<file path="config.mk">
export PLATFORM = sky130hd
export DESIGN_NAME = fetch_frontend
export DESIGN_NICKNAME = d
export VERILOG_FILES = /design/src/logic/bpred_pkg.sv /design/src/logic/bht.sv /design/src/logic/btb.sv /design/src/logic/fetch_pc.sv /design/src/logic/fetch_decode_reg.sv /design/src/logic/mispredict_check.sv /design/src/logic/fetch_frontend.sv
export VERILOG_INCLUDE_DIRS = /design/src /design/src/logic
export SDC_FILE = /design/constraint.sdc
export NUM_CORES = 1
export LEC_CHECK = 0
export BUFFER_PORTS_ARGS = -buffer_cell sky130_fd_sc_hd__buf_2
export CAP_MARGIN = 20
export CORE_MARGIN = 10
export CORE_UTILIZATION = 40
export CTS_CLUSTER_DIAMETER = 100
export DETAILED_ROUTE_END_ITERATION = 10
export SKIP_CTS_REPAIR_TIMING = 1
export SYNTH_ARGS = -nofsm -noshare
export SYNTH_HDL_FRONTEND = slang
export SYNTH_HIERARCHICAL = 1
export SYNTH_SLANG_ARGS = --single-unit
</file>
<file path="constraint.sdc">
create_clock -name clk -period 7 [get_ports clk]
set_clock_uncertainty 0.2 [all_clocks]
set_input_delay 1.4 -clock clk [delete_from_list [all_inputs] [get_ports clk]]
set_output_delay 1.4 -clock clk [all_outputs]
set_load 0.01 [all_outputs]
</file>
<file path="src/logic/bpred_cfg.svh">
`ifndef BPRED_CFG_SVH
`define BPRED_CFG_SVH

// datapath word width, instructions and addresses alike
`define BPRED_XLEN 32

// branch history table
// one 2-bit counter per entry
`define BPRED_BHT_ENTRIES 128
// index taken from pc[8:2]
`define BPRED_BHT_IDX_W 7

// branch target buffer, direct mapped
`define BPRED_BTB_ENTRIES 8
// index taken from pc[4:2]
`define BPRED_BTB_IDX_W 3
// tag is pc[31:5]
`define BPRED_BTB_TAG_W 27

// first fetch address out of reset
`define BPRED_RESET_PC 32'h0000_0060

`endif

</file>
<file path="src/logic/bpred_pkg.sv">
`include "bpred_cfg.svh"

package bpred_pkg;

    // one instruction word or one byte address
    typedef logic [`BPRED_XLEN-1:0] word_t;

    // two-bit saturating counter
    // upper bit set means predict taken
    typedef enum logic [1:0] {
        cnt_strong_nt = 2'b00,
        cnt_weak_nt   = 2'b01,
        cnt_weak_t    = 2'b10,
        cnt_strong_t  = 2'b11
    } counter_t;

    // what fetch hands to decode
    // counter is the BHT value seen at fetch, written back stepped at resolution
    typedef struct packed {
        // fetch address
        word_t    pc;
        // raw instruction from imem
        word_t    instr;
        // counter and BTB both said taken
        logic     pred_taken;
        // BTB target, only meaningful with pred_taken
        word_t    pred_target;
        // BHT state read at fetch time
        counter_t counter;
    } fetch_pred_t;

endpackage

</file>
<file path="src/logic/bht.sv">
`timescale 1ns/10ps
`include "bpred_cfg.svh"

module bht import bpred_pkg::*; (
    input  logic     clk,
    input  logic     rst_n_i,
    // fetch side lookup
    input  word_t    rd_pc_i,
    output counter_t rd_counter_o,
    // resolution side update
    input  logic     wr_en_i,
    input  word_t    wr_pc_i,
    input  logic     wr_taken_i,
    input  counter_t wr_old_counter_i
);

    counter_t                    cnt_q [`BPRED_BHT_ENTRIES];
    logic [`BPRED_BHT_IDX_W-1:0] rd_idx;
    logic [`BPRED_BHT_IDX_W-1:0] wr_idx;
    counter_t                    next_counter;

    // word aligned pc, drop the two low bits
    assign rd_idx = rd_pc_i[`BPRED_BHT_IDX_W+1:2];
    assign wr_idx = wr_pc_i[`BPRED_BHT_IDX_W+1:2];

    // combinational read, same cycle as the fetch address
    assign rd_counter_o = cnt_q[rd_idx];

    // one saturating step toward the outcome
    // works off the counter carried from fetch, no second lookup
    always_comb begin
        next_counter = wr_old_counter_i;
        unique case (wr_old_counter_i)
            cnt_strong_nt: next_counter = wr_taken_i ? cnt_weak_nt : cnt_strong_nt;
            cnt_weak_nt:   next_counter = wr_taken_i ? cnt_weak_t : cnt_strong_nt;
            cnt_weak_t:    next_counter = wr_taken_i ? cnt_strong_t : cnt_weak_nt;
            cnt_strong_t:  next_counter = wr_taken_i ? cnt_strong_t : cnt_weak_t;
            default:       next_counter = cnt_weak_nt;
        endcase
    end

    // all counters start weakly not-taken
    always_ff @(posedge clk or negedge rst_n_i) begin
        if (!rst_n_i) begin
            for (int i = 0; i < `BPRED_BHT_ENTRIES; i++) begin
                cnt_q[i] <= cnt_weak_nt;
            end
        end else if (wr_en_i) begin
            // visible to lookups from the next cycle on
            cnt_q[wr_idx] <= next_counter;
        end
    end

endmodule

</file>
<file path="src/logic/btb.sv">
`timescale 1ns/10ps
`include "bpred_cfg.svh"

module btb import bpred_pkg::*; (
    input  logic  clk,
    input  logic  rst_n_i,
    // fetch side lookup
    input  word_t rd_pc_i,
    output logic  hit_o,
    output word_t target_o,
    // taken resolutions only
    input  logic  wr_en_i,
    input  word_t wr_pc_i,
    input  word_t wr_target_i
);

    logic                        valid_q  [`BPRED_BTB_ENTRIES];
    logic [`BPRED_BTB_TAG_W-1:0] tag_q    [`BPRED_BTB_ENTRIES];
    word_t                       target_q [`BPRED_BTB_ENTRIES];

    logic [`BPRED_BTB_IDX_W-1:0] rd_idx;
    logic [`BPRED_BTB_TAG_W-1:0] rd_tag;
    logic [`BPRED_BTB_IDX_W-1:0] wr_idx;
    logic [`BPRED_BTB_TAG_W-1:0] wr_tag;

    // index is pc[4:2]
    assign rd_idx = rd_pc_i[`BPRED_BTB_IDX_W+1:2];
    assign wr_idx = wr_pc_i[`BPRED_BTB_IDX_W+1:2];

    // tag is everything above the index
    assign rd_tag = rd_pc_i[`BPRED_XLEN-1:`BPRED_BTB_IDX_W+2];
    assign wr_tag = wr_pc_i[`BPRED_XLEN-1:`BPRED_BTB_IDX_W+2];

    // hit needs the entry filled and the same upper pc bits
    assign hit_o    = valid_q[rd_idx] && (tag_q[rd_idx] == rd_tag);
    // target driven regardless of hit, caller masks it
    assign target_o = target_q[rd_idx];

    // valid bits, cleared on reset
    always_ff @(posedge clk or negedge rst_n_i) begin
        if (!rst_n_i) begin
            for (int i = 0; i < `BPRED_BTB_ENTRIES; i++) begin
                valid_q[i] <= 1'b0;
            end
        end else if (wr_en_i) begin
            valid_q[wr_idx] <= 1'b1;
        end
    end

    // tag and target arrays
    // direct mapped, so a new branch simply evicts the old one at that index
    always_ff @(posedge clk) begin
        if (wr_en_i) begin
            tag_q[wr_idx]    <= wr_tag;
            target_q[wr_idx] <= wr_target_i;
        end
    end

endmodule

</file>
<file path="src/logic/fetch_pc.sv">
`timescale 1ns/10ps
`include "bpred_cfg.svh"

module fetch_pc import bpred_pkg::*; (
    input  logic  clk,
    input  logic  rst_n_i,
    // hold the current fetch
    input  logic  stall_i,
    // mispredict from decode
    input  logic  redirect_i,
    input  word_t redirect_pc_i,
    // prediction for the current fetch
    input  logic  pred_taken_i,
    input  word_t pred_target_i,
    output word_t pc_o
);

    word_t pc_q;
    word_t pc_d;

    // next pc
    // redirect beats stall, a wrong-path fetch is never worth holding
    always_comb begin
        if (redirect_i) begin
            pc_d = redirect_pc_i;
        end else if (stall_i) begin
            pc_d = pc_q;
        end else if (pred_taken_i) begin
            // follow the BTB target
            pc_d = pred_target_i;
        end else begin
            // sequential fetch
            pc_d = pc_q + word_t'(4);
        end
    end

    always_ff @(posedge clk or negedge rst_n_i) begin
        if (!rst_n_i) begin
            pc_q <= `BPRED_RESET_PC;
        end else begin
            pc_q <= pc_d;
        end
    end

    // straight to the imem address, read comes back same cycle
    assign pc_o = pc_q;

endmodule

</file>
<file path="src/logic/fetch_decode_reg.sv">
`timescale 1ns/10ps
`include "bpred_cfg.svh"

module fetch_decode_reg import bpred_pkg::*; (
    input  logic        clk,
    input  logic        rst_n_i,
    input  logic        stall_i,
    // mispredict, kill whatever was fetched this cycle
    input  logic        flush_i,
    input  fetch_pred_t fetch_i,
    output logic        valid_o,
    output fetch_pred_t decode_o
);

    logic        valid_q;
    logic        pred_taken_q;
    fetch_pred_t payload_q;
    logic        load;

    // flush wins over stall
    assign load = flush_i || !stall_i;

    // control bits
    // pred_taken lives here so decode never sees a stale prediction
    always_ff @(posedge clk or negedge rst_n_i) begin
        if (!rst_n_i) begin
            valid_q      <= 1'b0;
            pred_taken_q <= 1'b0;
        end else if (flush_i) begin
            valid_q      <= 1'b0;
            pred_taken_q <= 1'b0;
        end else if (!stall_i) begin
            // fetch always produces an instruction
            valid_q      <= 1'b1;
            pred_taken_q <= fetch_i.pred_taken;
        end
    end

    // pc, instruction, target, counter
    always_ff @(posedge clk) begin
        if (load) begin
            payload_q <= fetch_i;
        end
    end

    assign valid_o = valid_q;

    always_comb begin
        decode_o            = payload_q;
        decode_o.pred_taken = pred_taken_q;
    end

endmodule

</file>
<file path="src/logic/mispredict_check.sv">
`timescale 1ns/10ps
`include "bpred_cfg.svh"

module mispredict_check import bpred_pkg::*; (
    // outcome from the external decoder
    input  logic  res_valid_i,
    input  logic  res_taken_i,
    input  word_t res_target_i,
    // prediction carried in the fetch-to-decode register
    input  word_t dec_pc_i,
    input  logic  pred_taken_i,
    input  word_t pred_target_i,
    output logic  mispredict_o,
    output word_t correct_pc_o,
    output logic  btb_wr_en_o
);

    logic dir_wrong;
    logic target_wrong;

    // direction disagrees
    assign dir_wrong = res_taken_i != pred_taken_i;

    // right direction, wrong place
    assign target_wrong = res_taken_i && pred_taken_i && (res_target_i != pred_target_i);

    assign mispredict_o = res_valid_i && (dir_wrong || target_wrong);

    // where fetch should have gone
    assign correct_pc_o = res_taken_i ? res_target_i : dec_pc_i + word_t'(4);

    // only taken branches earn a BTB entry
    assign btb_wr_en_o = res_valid_i && res_taken_i;

endmodule

</file>
<file path="src/logic/fetch_frontend.sv">
`timescale 1ns/10ps
`include "bpred_cfg.svh"

module fetch_frontend import bpred_pkg::*; (
    input  logic  clk,
    input  logic  rst_n_i,
    input  logic  stall_i,
    // instruction memory, combinational read
    output word_t imem_addr_o,
    input  word_t imem_rdata_i,
    // to the decoder
    output logic  dec_valid_o,
    output word_t dec_pc_o,
    output word_t dec_instr_o,
    output logic  dec_pred_taken_o,
    output word_t dec_pred_target_o,
    // branch outcome back from the decoder
    input  logic  res_valid_i,
    input  logic  res_taken_i,
    input  word_t res_target_i
);

    word_t       pc;
    counter_t    rd_counter;
    logic        btb_hit;
    word_t       btb_target;
    logic        pred_taken;
    fetch_pred_t fetch_bundle;
    fetch_pred_t decode_bundle;
    logic        mispredict;
    word_t       correct_pc;
    logic        btb_wr_en;

    // always reading at the current pc
    assign imem_addr_o = pc;

    // taken needs both a leaning counter and a known target
    assign pred_taken = rd_counter[1] && btb_hit;

    always_comb begin
        fetch_bundle.pc          = pc;
        fetch_bundle.instr       = imem_rdata_i;
        fetch_bundle.pred_taken  = pred_taken;
        fetch_bundle.pred_target = btb_target;
        fetch_bundle.counter     = rd_counter;
    end

    assign dec_pc_o          = decode_bundle.pc;
    assign dec_instr_o       = decode_bundle.instr;
    assign dec_pred_taken_o  = decode_bundle.pred_taken;
    assign dec_pred_target_o = decode_bundle.pred_target;

    fetch_pc fetch_pc_i (
        .clk           (clk),
        .rst_n_i       (rst_n_i),
        .stall_i       (stall_i),
        .redirect_i    (mispredict),
        .redirect_pc_i (correct_pc),
        .pred_taken_i  (pred_taken),
        .pred_target_i (btb_target),
        .pc_o          (pc)
    );

    // lookups on the fetch pc, updates on the decode pc
    bht bht_i (
        .clk              (clk),
        .rst_n_i          (rst_n_i),
        .rd_pc_i          (pc),
        .rd_counter_o     (rd_counter),
        .wr_en_i          (res_valid_i),
        .wr_pc_i          (decode_bundle.pc),
        .wr_taken_i       (res_taken_i),
        .wr_old_counter_i (decode_bundle.counter)
    );

    btb btb_i (
        .clk         (clk),
        .rst_n_i     (rst_n_i),
        .rd_pc_i     (pc),
        .hit_o       (btb_hit),
        .target_o    (btb_target),
        .wr_en_i     (btb_wr_en),
        .wr_pc_i     (decode_bundle.pc),
        .wr_target_i (res_target_i)
    );

    // same mispredict flushes decode and redirects fetch
    fetch_decode_reg fetch_decode_reg_i (
        .clk      (clk),
        .rst_n_i  (rst_n_i),
        .stall_i  (stall_i),
        .flush_i  (mispredict),
        .fetch_i  (fetch_bundle),
        .valid_o  (dec_valid_o),
        .decode_o (decode_bundle)
    );

    mispredict_check mispredict_check_i (
        .res_valid_i   (res_valid_i),
        .res_taken_i   (res_taken_i),
        .res_target_i  (res_target_i),
        .dec_pc_i      (decode_bundle.pc),
        .pred_taken_i  (decode_bundle.pred_taken),
        .pred_target_i (decode_bundle.pred_target),
        .mispredict_o  (mispredict),
        .correct_pc_o  (correct_pc),
        .btb_wr_en_o   (btb_wr_en)
    );

endmodule

</file>
# Word-level counts from Yosys, hierarchy flattened

Memory sizes are Yosys's and may differ from the RTL's.
Cells that the tools add are included.

Logic and storage cells: 203
Output and inout bits: 130
Memories kept: 2
Register bits: 396
RAM bits: 472
Input port bits: 69

Memory list:

| name           | words | width | read ports | clocked after memory_dff | wr ports | line      | RTL |
|---|---|---|---|---|---|---|---|
| btb_i.target_q | 8     | 32    | 1          | 0                        | 1        | btb.sv:19 | `` word_t target_q [`BPRED_BTB_ENTRIES]; `` |
| btb_i.tag_q    | 8     | 27    | 1          | 0                        | 1        | btb.sv:18 | `` logic [`BPRED_BTB_TAG_W-1:0] tag_q [`BPRED_BTB_ENTRIES]; `` |

Bitwise operators: 5
Add/subtract/negate cells: 2
Reduce and logical (&&, ||, !) cells: 12
Muxes and demuxes: 26
$lt $le $gt $ge: 6
Equality and inequality tests: 7

Operators with widths:

| operator                                                   | count |
|---|---|
| bitwise mux 256 bit                                        | 1 |
| two-way mux 32 bit                                         | 4 |
| adder 32 x 3 -> 32 bit, second input constant              | 2 |
| != test 32 bit                                             | 1 |
| == test 27 bit                                             | 1 |
| greater-or-equal comparator 8 bit, second input constant   | 2 |
| inverter 7 -> 8 bit                                        | 2 |
| binary-select mux 2 bit (select 7 bit)                     | 1 |
| demux 2 bit (select 7 bit)                                 | 1 |
| two-way mux 1 bit                                          | 11 |
| two-way mux 2 bit                                          | 5 |
| greater-or-equal comparator 4 bit, second input constant   | 2 |
| logical AND 1 bit                                          | 8 |
| less-than comparator 8 x 1 -> 1 bit, second input constant | 1 |
| inverter 3 -> 4 bit                                        | 2 |
| bitwise OR 8 bit                                           | 1 |
| one-hot mux 2 bit (4 select lines)                         | 1 |
| == test 2 bit, second input constant                       | 2 |
| less-than comparator 4 x 1 -> 1 bit, second input constant | 1 |
| binary-select mux 1 bit (select 3 bit)                     | 1 |
| demux 1 bit (select 3 bit)                                 | 1 |
| == test 2 x 1 -> 1 bit, second input constant              | 1 |
| zero test 2 bit                                            | 1 |
| logical OR 1 bit                                           | 2 |
| 3 further kinds                                            | 3 |

# Depth between registers and ports, before layout

Gate-level depths: netlist of run 1.

Word-level depth: 9
Mapped depth: 17
Depth with buffers taken out: 12

# By module

The synthesis of run 1 kept the hierarchy.

Modules (own cells, without submodules):

| module           | seq. area each (um^2) | cells each | times used | area each (um^2) |
|---|---|---|---|---|
| btb              | 14373.8               | 831        | 1          | 18541.5 |
| bht              | 6566.3                | 904        | 1          | 12524.5 |
| fetch_decode_reg | 2992.9                | 106        | 1          | 3029.2 |
| fetch_pc         | 803.3                 | 322        | 1          | 2557.5 |
| mispredict_check | 0.0                   | 196        | 1          | 1262.5 |
| fetch_frontend   | 0.0                   | 1          | 1          | 6.3 |

# Least setup slack after synthesis of run 1

OpenSTA, ideal clock, no wires.

Kind: input -> register
Start point: input port res_taken_i
End point: register btb_i/valid_q[6] in the netlist's numbering
Stages: 6
Data required time: 6.710 ns
Arrival time: 6.675 ns
Library setup time: 0.090 ns
Buffers on the path: 2
Slack: 0.035 ns
Cell sequence: clkbuf_1 > clkbuf_1 > and2_1 > nand2_1 > nor3_1 > or2_2

Cells in the longest elaborated chain, start to end: 1

Ends and longest elaborated chain:

| item                           | line                   | RTL |
|---|---|---|
| start: declaration             | fetch_frontend.sv:19   | `input logic res_taken_i,` |
| logical AND 1 bit              | mispredict_check.sv:33 | `assign btb_wr_en_o = res_valid_i && res_taken_i;` |
| via btb_wr_en                  | fetch_frontend.sv:32   | `logic btb_wr_en;` |
| end signal: indexed assignment | btb.sv:43              | `valid_q[i] <= 1'b0;` |
| end signal: indexed assignment | btb.sv:46              | `valid_q[wr_idx] <= 1'b1;` |
| end: declaration               | btb.sv:17              | `` logic valid_q [`BPRED_BTB_ENTRIES]; `` |

The timed path passes the listed nets, and every way through them passes these cells.
A chain may end at the register's enable or synchronous reset.

# Worst setup path in the final report of run 1

Start point: register fetch_pc_i.pc_q[4] (netlist: fetch_pc_i/pc_o[4])
End point: register fetch_pc_i.pc_q[15] (netlist: fetch_pc_i/pc_o[15])

Elaborated cells on any way between the ends: 17
Those cells by class: add/sub (1); eq/ne (1); mux (9); bitwise (2); reduce/logical (2); memory (2)

RTL lines:

| item                                                  | line                 | RTL |
|---|---|---|
| start: declaration                                    | fetch_pc.sv:18       | `word_t pc_q;` |
| start signal: assignment                              | fetch_pc.sv:39       | `` pc_q <= `BPRED_RESET_PC; `` |
| start signal: assignment                              | fetch_pc.sv:41       | `pc_q <= pc_d;` |
| inverter 7 -> 8 bit (not written as such)             | bht.sv:27            | `assign rd_counter_o = cnt_q[rd_idx];` |
| binary-select mux 2 bit (select 7 bit)                | bht.sv:27            |  |
| two-way mux 2 bit (not written as such) (2 in series) | bht.sv:27            |  |
| via rd_counter[1]                                     | fetch_frontend.sv:24 | `counter_t rd_counter;` |
| logical AND 1 bit                                     | fetch_frontend.sv:38 | `assign pred_taken = rd_counter[1] && btb_hit;` |
| via pred_taken                                        | fetch_frontend.sv:27 | `logic pred_taken;` |
| two-way mux 32 bit                                    | fetch_pc.sv:28       | `end else if (pred_taken_i) begin` |
| two-way mux 32 bit                                    | fetch_pc.sv:26       | `end else if (stall_i) begin` |
| two-way mux 32 bit                                    | fetch_pc.sv:24       | `if (redirect_i) begin` |

The timed path passes the listed nets, and every way through them passes these cells. The select of a mux whose other input is x is not followed.

==> flow_summary.ini, run 1 <==
[place]
dpl-instance-area_um2 = 40300
gp_congestion = 0.891
portBuffers = 198
hpwl_um = 63200

[timing]
fmax_ghz = 0.187
post-route-period-util_pct = 76.5
finalSetupViolCount = 0
worst_slew_pin_slew_ns = 1.05
layout_min_cycle_time_ns = 5.36
slew_violations = 0
final-hold-violation-count = 0
rsz0062_at_grt = no
tns_ns = 0
max_slew_margin_pct = 29.7

[routing]
drt-total-wl_um = 101000
via_count = 22271
first_pass_iters = 5
ant_nets = 0
wl_per_cell_um = 26.0
drt-initial-drc-count = 2230
drc = 0
vias_per_cell = 5.71

[yosys]
syn_area_um2 = 37900
netlist-cell-type-count = 77
synth_area_leaders = edfxtp_1 45%, dfrtp_1 11%, mux2_2 9.3%
ys_seq_elements = 868
yosys.area.top_type = edfxtp_1
synth_flop_cell = edfxtp_1
synth_common_cells = 570 x edfxtp_1, 314 x mux2_2, 174 x nand2_1, 168 x dfrtp_1, 134 x mux4_2
postSynthAreaPerCell_um2 = 16.1
synth-seq-area-share_pct = 65.2
ys_warn_count = 6
syn-instance-count = 2360
postSynth.asyncResetShare_pct = 34.3
yosysTopAreaCellShare_pct = 45.1
synth_edf_count = 570
synth.most_common_cell = edfxtp_1
synth_nets = 2432

[min_path]
hp-class = reg2reg
min_from = btb_i/valid_q[1]
whs_endpoint = btb_i/valid_q[1]
holdPathStages = 1

[power_and_ir_drop]
powerDensity_nw_per_um2 = 362
leakagePower_nw = 15.8
p_sw_share_pct = 30.4
clockPowerShare_pct = 31.0
comb_power_share_pct = 22.9
p_int_mw = 10.9
ir_drop_mv = 0.224
share_seq_of_total_power_pct = 46.0
p_switching_mw = 4.77

[floorplan]
start_util_pct = 40.4
rows = 112
design.core.area_um2 = 93700
io_pins = 199
die_x_um = 328
die_h_um = 328
dieArea_um2 = 108000

[setup_path]
slowest_delay_ns = 0.92
worst_r2r_startpoint = fetch_pc_i/pc_o[4]
critical_path.endpoint_type = flip-flop
worstPathMaxFanout = 49
cp.arrival_ns = 5.76
worstPathCellList = buf_4 > mux4_2 > mux4_2 > o22ai_1 > nor4_1 > or4_1 > and2_1 > nor2_1 > nand2_1 > nor4_1 > a311o_1
start_kind = flip-flop
required_ns = 7.41
cpMaxStageDelayCell = dfrtp_4
reg2reg_slack_ns = 1.64
critical_path_class = reg2reg
r2r_end = fetch_pc_i/pc_o[15]
reg2regPathDepth = 11

[grt]
grt_overflow = 0
antenna_found_initial = 2
grt_pass1_vias = 23273
grt_max_degree = 141
grt_pass1_wl_um = 152000
grtUsageTotal_pct = 18.5

[clocking]
cts_buffers = 94
cts.sinks = 868
clk_latency_ns = 0.67
cts_htree_levels = 3
root_buffer = clkbuf_16
clkSlewWorstSetupHoldPaths_ns = 0.06
cts_tree = yes
clockBufferDepth = 3

[finish]
stdcell_area_um2 = 43400
area_growth_pct = 14.4
fillCellCount = 8104
multi_input_comb_area_um2 = 12600
seqCellArea_um2 = 24700
fin_nets = 2637
drive_above_1_share_pct = 38.8

[outcome]
status = finished clean

[job]
drv_cap = 0
## worst max path at each step
stage                       start                               to  slack, ns  depth (start not counted)
2_1_floorplan         res_taken_i                 btb_i/valid_q[6]       0.04                          6
6_report       fetch_pc_i/pc_o[4]              fetch_pc_i/pc_o[15]       1.64                         11
3_5_place_dp      res_target_i[4]  fetch_decode_reg_i/decode_o[64]       1.66                          9
5_1_grt        fetch_pc_i/pc_o[2]              fetch_pc_i/pc_o[15]       1.41                         11
4_1_cts        fetch_pc_i/pc_o[2]              fetch_pc_i/pc_o[15]       1.72                         11
3_3_place_gp      res_target_i[4]  fetch_decode_reg_i/decode_o[47]       1.76                          9
## power by group through the flow
| stage | Combinational [mW] | Sequential (mW) | Clock [mW] |
|---|---|---|---|
| 5_1_grt | 3.87 | 7.32 | 5.19 |
| 3_3_place_gp | 3.58 | 7.28 | 0 |
| 3_5_place_dp | 3.64 | 7.33 | 0 |
| 2_1_floorplan | 2.50 | 7.01 | 0 |
| 4_1_cts | 3.65 | 7.23 | 4.98 |
| 6_report | 3.60 | 7.24 | 4.88 |
## sequential cells by signal (all words and copies together) (netlist names)
signal                           count
fetch_decode_reg_i/decode_o         98
bht_i/cnt_q                        256
btb_i/tag_q                        216
btb_i/target_q                     256
fetch_decode_reg_i/valid_o           1
fetch_decode_reg_i/pred_taken_q      1
fetch_pc_i/pc_o                     32
btb_i/valid_q                        8
## critical path, delay by kind of cell (launching register included)
family,cells,cell delay [ns]
compound gates,2,0.32
buf+inv,1,0.39
flops,1,0.92
mux,2,0.87
simple gates,6,2.55
## cell type report
cell class / count / area share, %
tap: 1254 / 3.62
inverter: 7 / 0.0606
timing repair buffer: 249 / 3.30
clock inverter: 44 / 0.926
multi-input combinational: 1345 / 29.0
sequential: 868 / 57.1
clock buffer: 129 / 6.04
antenna: 1 / 0.00577
## metal layers
layer,GRT usage (%),up-vias,share of wire [%]
met5,0,-,0
met4,5.23,0,2.2
met3,3.79,144,6.9
met2,30.6,780,49
met1,24.5,11754,42
li1,-,9593,-
## cell usage in the layout (no fill, tap or decap), types with 30 or more instances in the layout
master	count
xor2_1	72
mux2_2	314
mux2i_1	74
clkbuf_16	97
nor4_1	31
dfrtp_1	165
nor2_1	80
edfxtp_1	570
nand2_1	174
a21oi_1	34
nand4_1	30
o21ai_0	60
dfstp_2	130
buf_2	198
buf_4	46
mux4_2	134
## metrics by stage
step	cells	power (mW)	worst slack, ns	hold WS [ns]	utilization, %
CTS	3895	15.9	1.72	0.269	46.2
global placement	3720	10.9	1.76	0.245	43.0
floorplan	2360	9.52	0.0354	0.234	-
detailed placement	3722	11.0	1.66	0.247	43.0
finish	3897	15.7	1.64	0.273	46.3
global route	3897	16.4	1.41	0.286	46.3
## logic make-up (layout without fill, tap and decap cells)
kind of cell	count (synthesis)	after routing	share of synthesized area, %
simple gates	481	481	6.34
flops	868	868	65.2
other cells	0	1	0
compound gates	219	219	3.84
fa+ha+maj	5	5	0.152
xor+xnor	88	88	2.03
mux	552	552	20.6
buf+inv	147	429	1.84
Note: power is estimated with default switching activity, not from simulation.
==> run 2: changes to the inputs <==
Settings changed: ABC_AREA set to 1.
Clock period 7 ns to 4.56 ns, I/O delays scaled along.
==> run 2 against run 1 <==
  * Core utilization decreased by 0.075 points
  * Setup slack lost 0.87 ns
  * Final cell count rose by 46%
  * Synthesized cell count increased by 77%
  * Worst hold slack got worse by 0.085 ns
  * Sequential power increased by 51%
  * Critical path type unchanged
  * Largest cell class unchanged
  * Largest power group unchanged
  * Highest routed layer is now met5
==> flow_summary.ini, run 2 <==
[finish]
reg_top3 = bht_i/cnt_q: 256 flops, btb_i/target_q: 256 flops, btb_i/tag_q: 216 flops
mostFrequentLayoutCells = 1284 x nand2_1, 570 x edfxtp_1, 435 x nand3_1
antenna_cells = 0
area_growth_pct = 14.6
final_common_cell = nand2_1
fin_nets = 4404
drive_above_1_share_pct = 15.0
fin_cells = 5702

[setup_path]
required_ns = 4.99
cpMostUsedCell = nand2_1
worstPathMaxFanout = 58
start_kind = flip-flop
cp.arrival_ns = 4.22
cp_top_family = simple AND/OR/NAND/NOR gates
crit_buf_inv = 4
slowest_delay_ns = 0.59
cpMaxStageDelayCell = dfrtp_4
critical_path.endpoint_type = flip-flop
worst_r2r_startpoint = fetch_pc_i/pc_o[2]
critical_path_class = reg2reg
worstPathCellList = inv_6 > buf_4 > nand2_1 > nand3_1 > nand3_1 > nand3_1 > nand2_1 > nor2_1 > nand2_1 > nor2_1 > nand2_1 > nor2_1 > nand2_1 > inv_1 > buf_4 > and3_1 > a211oi_1 > a21oi_1
crit_path_start = fetch_pc_i/pc_o[2]

[yosys]
synth_flop_cell = edfxtp_1
synth_common_cells = 1285 x nand2_1, 570 x edfxtp_1, 435 x nand3_1, 384 x nor2_1, 368 x o21ai_0
syn_area_um2 = 39600
synth.most_common_cell = nand2_1
synth-seq-area-share_pct = 62.5
ys_warn_count = 6
postSynth.asyncResetShare_pct = 34.3
yosysTopAreaCellShare_pct = 43.2
yosys.area.top_type = edfxtp_1
synth_nets = 4248
synth_area_leaders = edfxtp_1 43%, nand2_1 12%, dfrtp_1 11%
netlist-cell-type-count = 47
postSynthAreaPerCell_um2 = 9.48
ys_seq_elements = 868
syn-instance-count = 4176
synth_edf_count = 570

[place]
portBuffers = 198
gp_congestion = 0.883
dpl.cell_count = 5520
dp_slack_ns = 0.756
hpwl_um = 69900

[power_and_ir_drop]
finalPower_mw = 25.2
ir_drop_mv = 0.397
leakagePower_nw = 18.0
powerDensity_nw_per_um2 = 556

[grt]
antenna_found_initial = 2
grtUsageTotal_pct = 20.1
grt_pass1_wl_um = 177000
grt_pass1_vias = 28711
grt_overflow = 0
grt_max_degree = 149

[timing]
post-route-period-util_pct = 83.1
rsz0062_at_grt = no
hold_slack_ns = 0.188
tns_ns = 0
layout_min_cycle_time_ns = 3.79
max_slew_margin_pct = 39.0
final-hold-violation-count = 0
fmax_ghz = 0.264
finalSetupViolCount = 0
slew_violations = 0
setup_slack_ns = 0.770
worst_slew_pin_slew_ns = 0.915

[floorplan]
io_pins = 199
start_util_pct = 40.3
rows = 115
die_h_um = 335
design.core.area_um2 = 98300
dieArea_um2 = 112000
die_x_um = 335

[clocking]
cts_tree = yes
cts_buffers = 96
root_buffer = clkbuf_16
cts_htree_levels = 3
cts.sinks = 868
clkSlewWorstSetupHoldPaths_ns = 0.06
clockBufferDepth = 3
clk_latency_ns = 0.71

[min_path]
hp-class = in2reg
min_from = imem_rdata_i[17]

[routing]
ant_nets = 0
first_pass_iters = 5
wl_per_cell_um = 20.3
vias_per_cell = 5.25
drc = 0
drt-initial-drc-count = 2675
drt-total-wl_um = 116000
via_count = 29932

[outcome]
status = finished clean

[job]
drv_cap = 0
[run 2: changes by cell type after synthesis, sizes merged, moves of 27 or more]
cell	delta
nand2	+1135
nand3	+414
o21ai	+344
mux2	-335
nor2	+325
inv	+272
mux4	-143
mux2i	-74
xor2	-58
buf	+55
a31oi	+52
nor4	-35
nand2b	-27
nand4	-27
[run 2: worst paths after layout]
path | endpoint | slack (ns) | cells after the start
setup / recovery | fetch_pc_i/pc_o[10] | 0.77 | 18
hold / removal | fetch_decode_reg_i/decode_o[52] | 0.19 | 1
setup reg to reg | fetch_pc_i/pc_o[10] | 0.77 | 18
hold reg to reg | btb_i/valid_q[2] | 0.27 | 1
max in group asynchronous | bht_i/cnt_q[137] | 2.46 | 3
min in group asynchronous | bht_i/cnt_q[69] | 0.57 | 2
[run 2: kinds of logic (layout without fill, tap and decap cells)]
logic type / Yosys count / in the layout / synth area share (%)
xor gates and xnor gates: 47 / 47 / 1.04
adders and majority gates: 3 / 3 / 0.0948
buffers and inverters: 489 / 728 / 5.20
and+or+nand+nor: 2216 / 2216 / 23.8
DFF: 868 / 868 / 62.5
AOI/OAI and AO/OA: 553 / 553 / 7.37
[run 2: layout make-up]
| type | instances | area, µm² |
|---|---|---|
| Fill cell | 9257 | 52900 |
| Sequential cell | 868 | 24700 |
| Multi-Input combinational cell | 2819 | 12900 |
| Clock buffer | 118 | 2560 |
| Timing Repair Buffer | 265 | 1730 |
| Tap cell | 1287 | 1610 |
| Inverter | 282 | 1080 |
| Clock inverter | 63 | 781 |
[run 2: power breakdown]
group          internal (mW)  switching, mW  total, mW
Clock                   4.78           3.37       8.14
Sequential              9.88          0.976       10.9
Combinational           1.93           4.30       6.23
[run 2: stage by stage]
step	utilization [%]	cell area, µm²
floorplan	-	39600
global placement	42.8	42000
detailed placement	42.8	42000
CTS	46.2	45400
global route	46.2	45400
finish	46.2	45400
[run 2: worst reg2reg max path, stage by stage (launching register included)]
cell and delay (ns):
dfrtp_4 0.59, inv_6 0.43, buf_4 0.41, nand2_1 0.09, nand3_1 0.07, nand3_1 0.14
nand3_1 0.16, nand2_1 0.06, nor2_1 0.17, nand2_1 0.08, nor2_1 0.10, nand2_1 0.06
nor2_1 0.15, nand2_1 0.10, inv_1 0.10, buf_4 0.37, and3_1 0.24, a211oi_1 0.05
a21oi_1 0.16
[run 2: layer usage]
metal	share of wire [%]	track usage (%)	up-vias
li1	-	-	14265
met3	6.4	3.33	217
met2	48	33.2	940
met5	0.012	0	-
met1	43	26.9	14508
met4	3.0	6.52	2
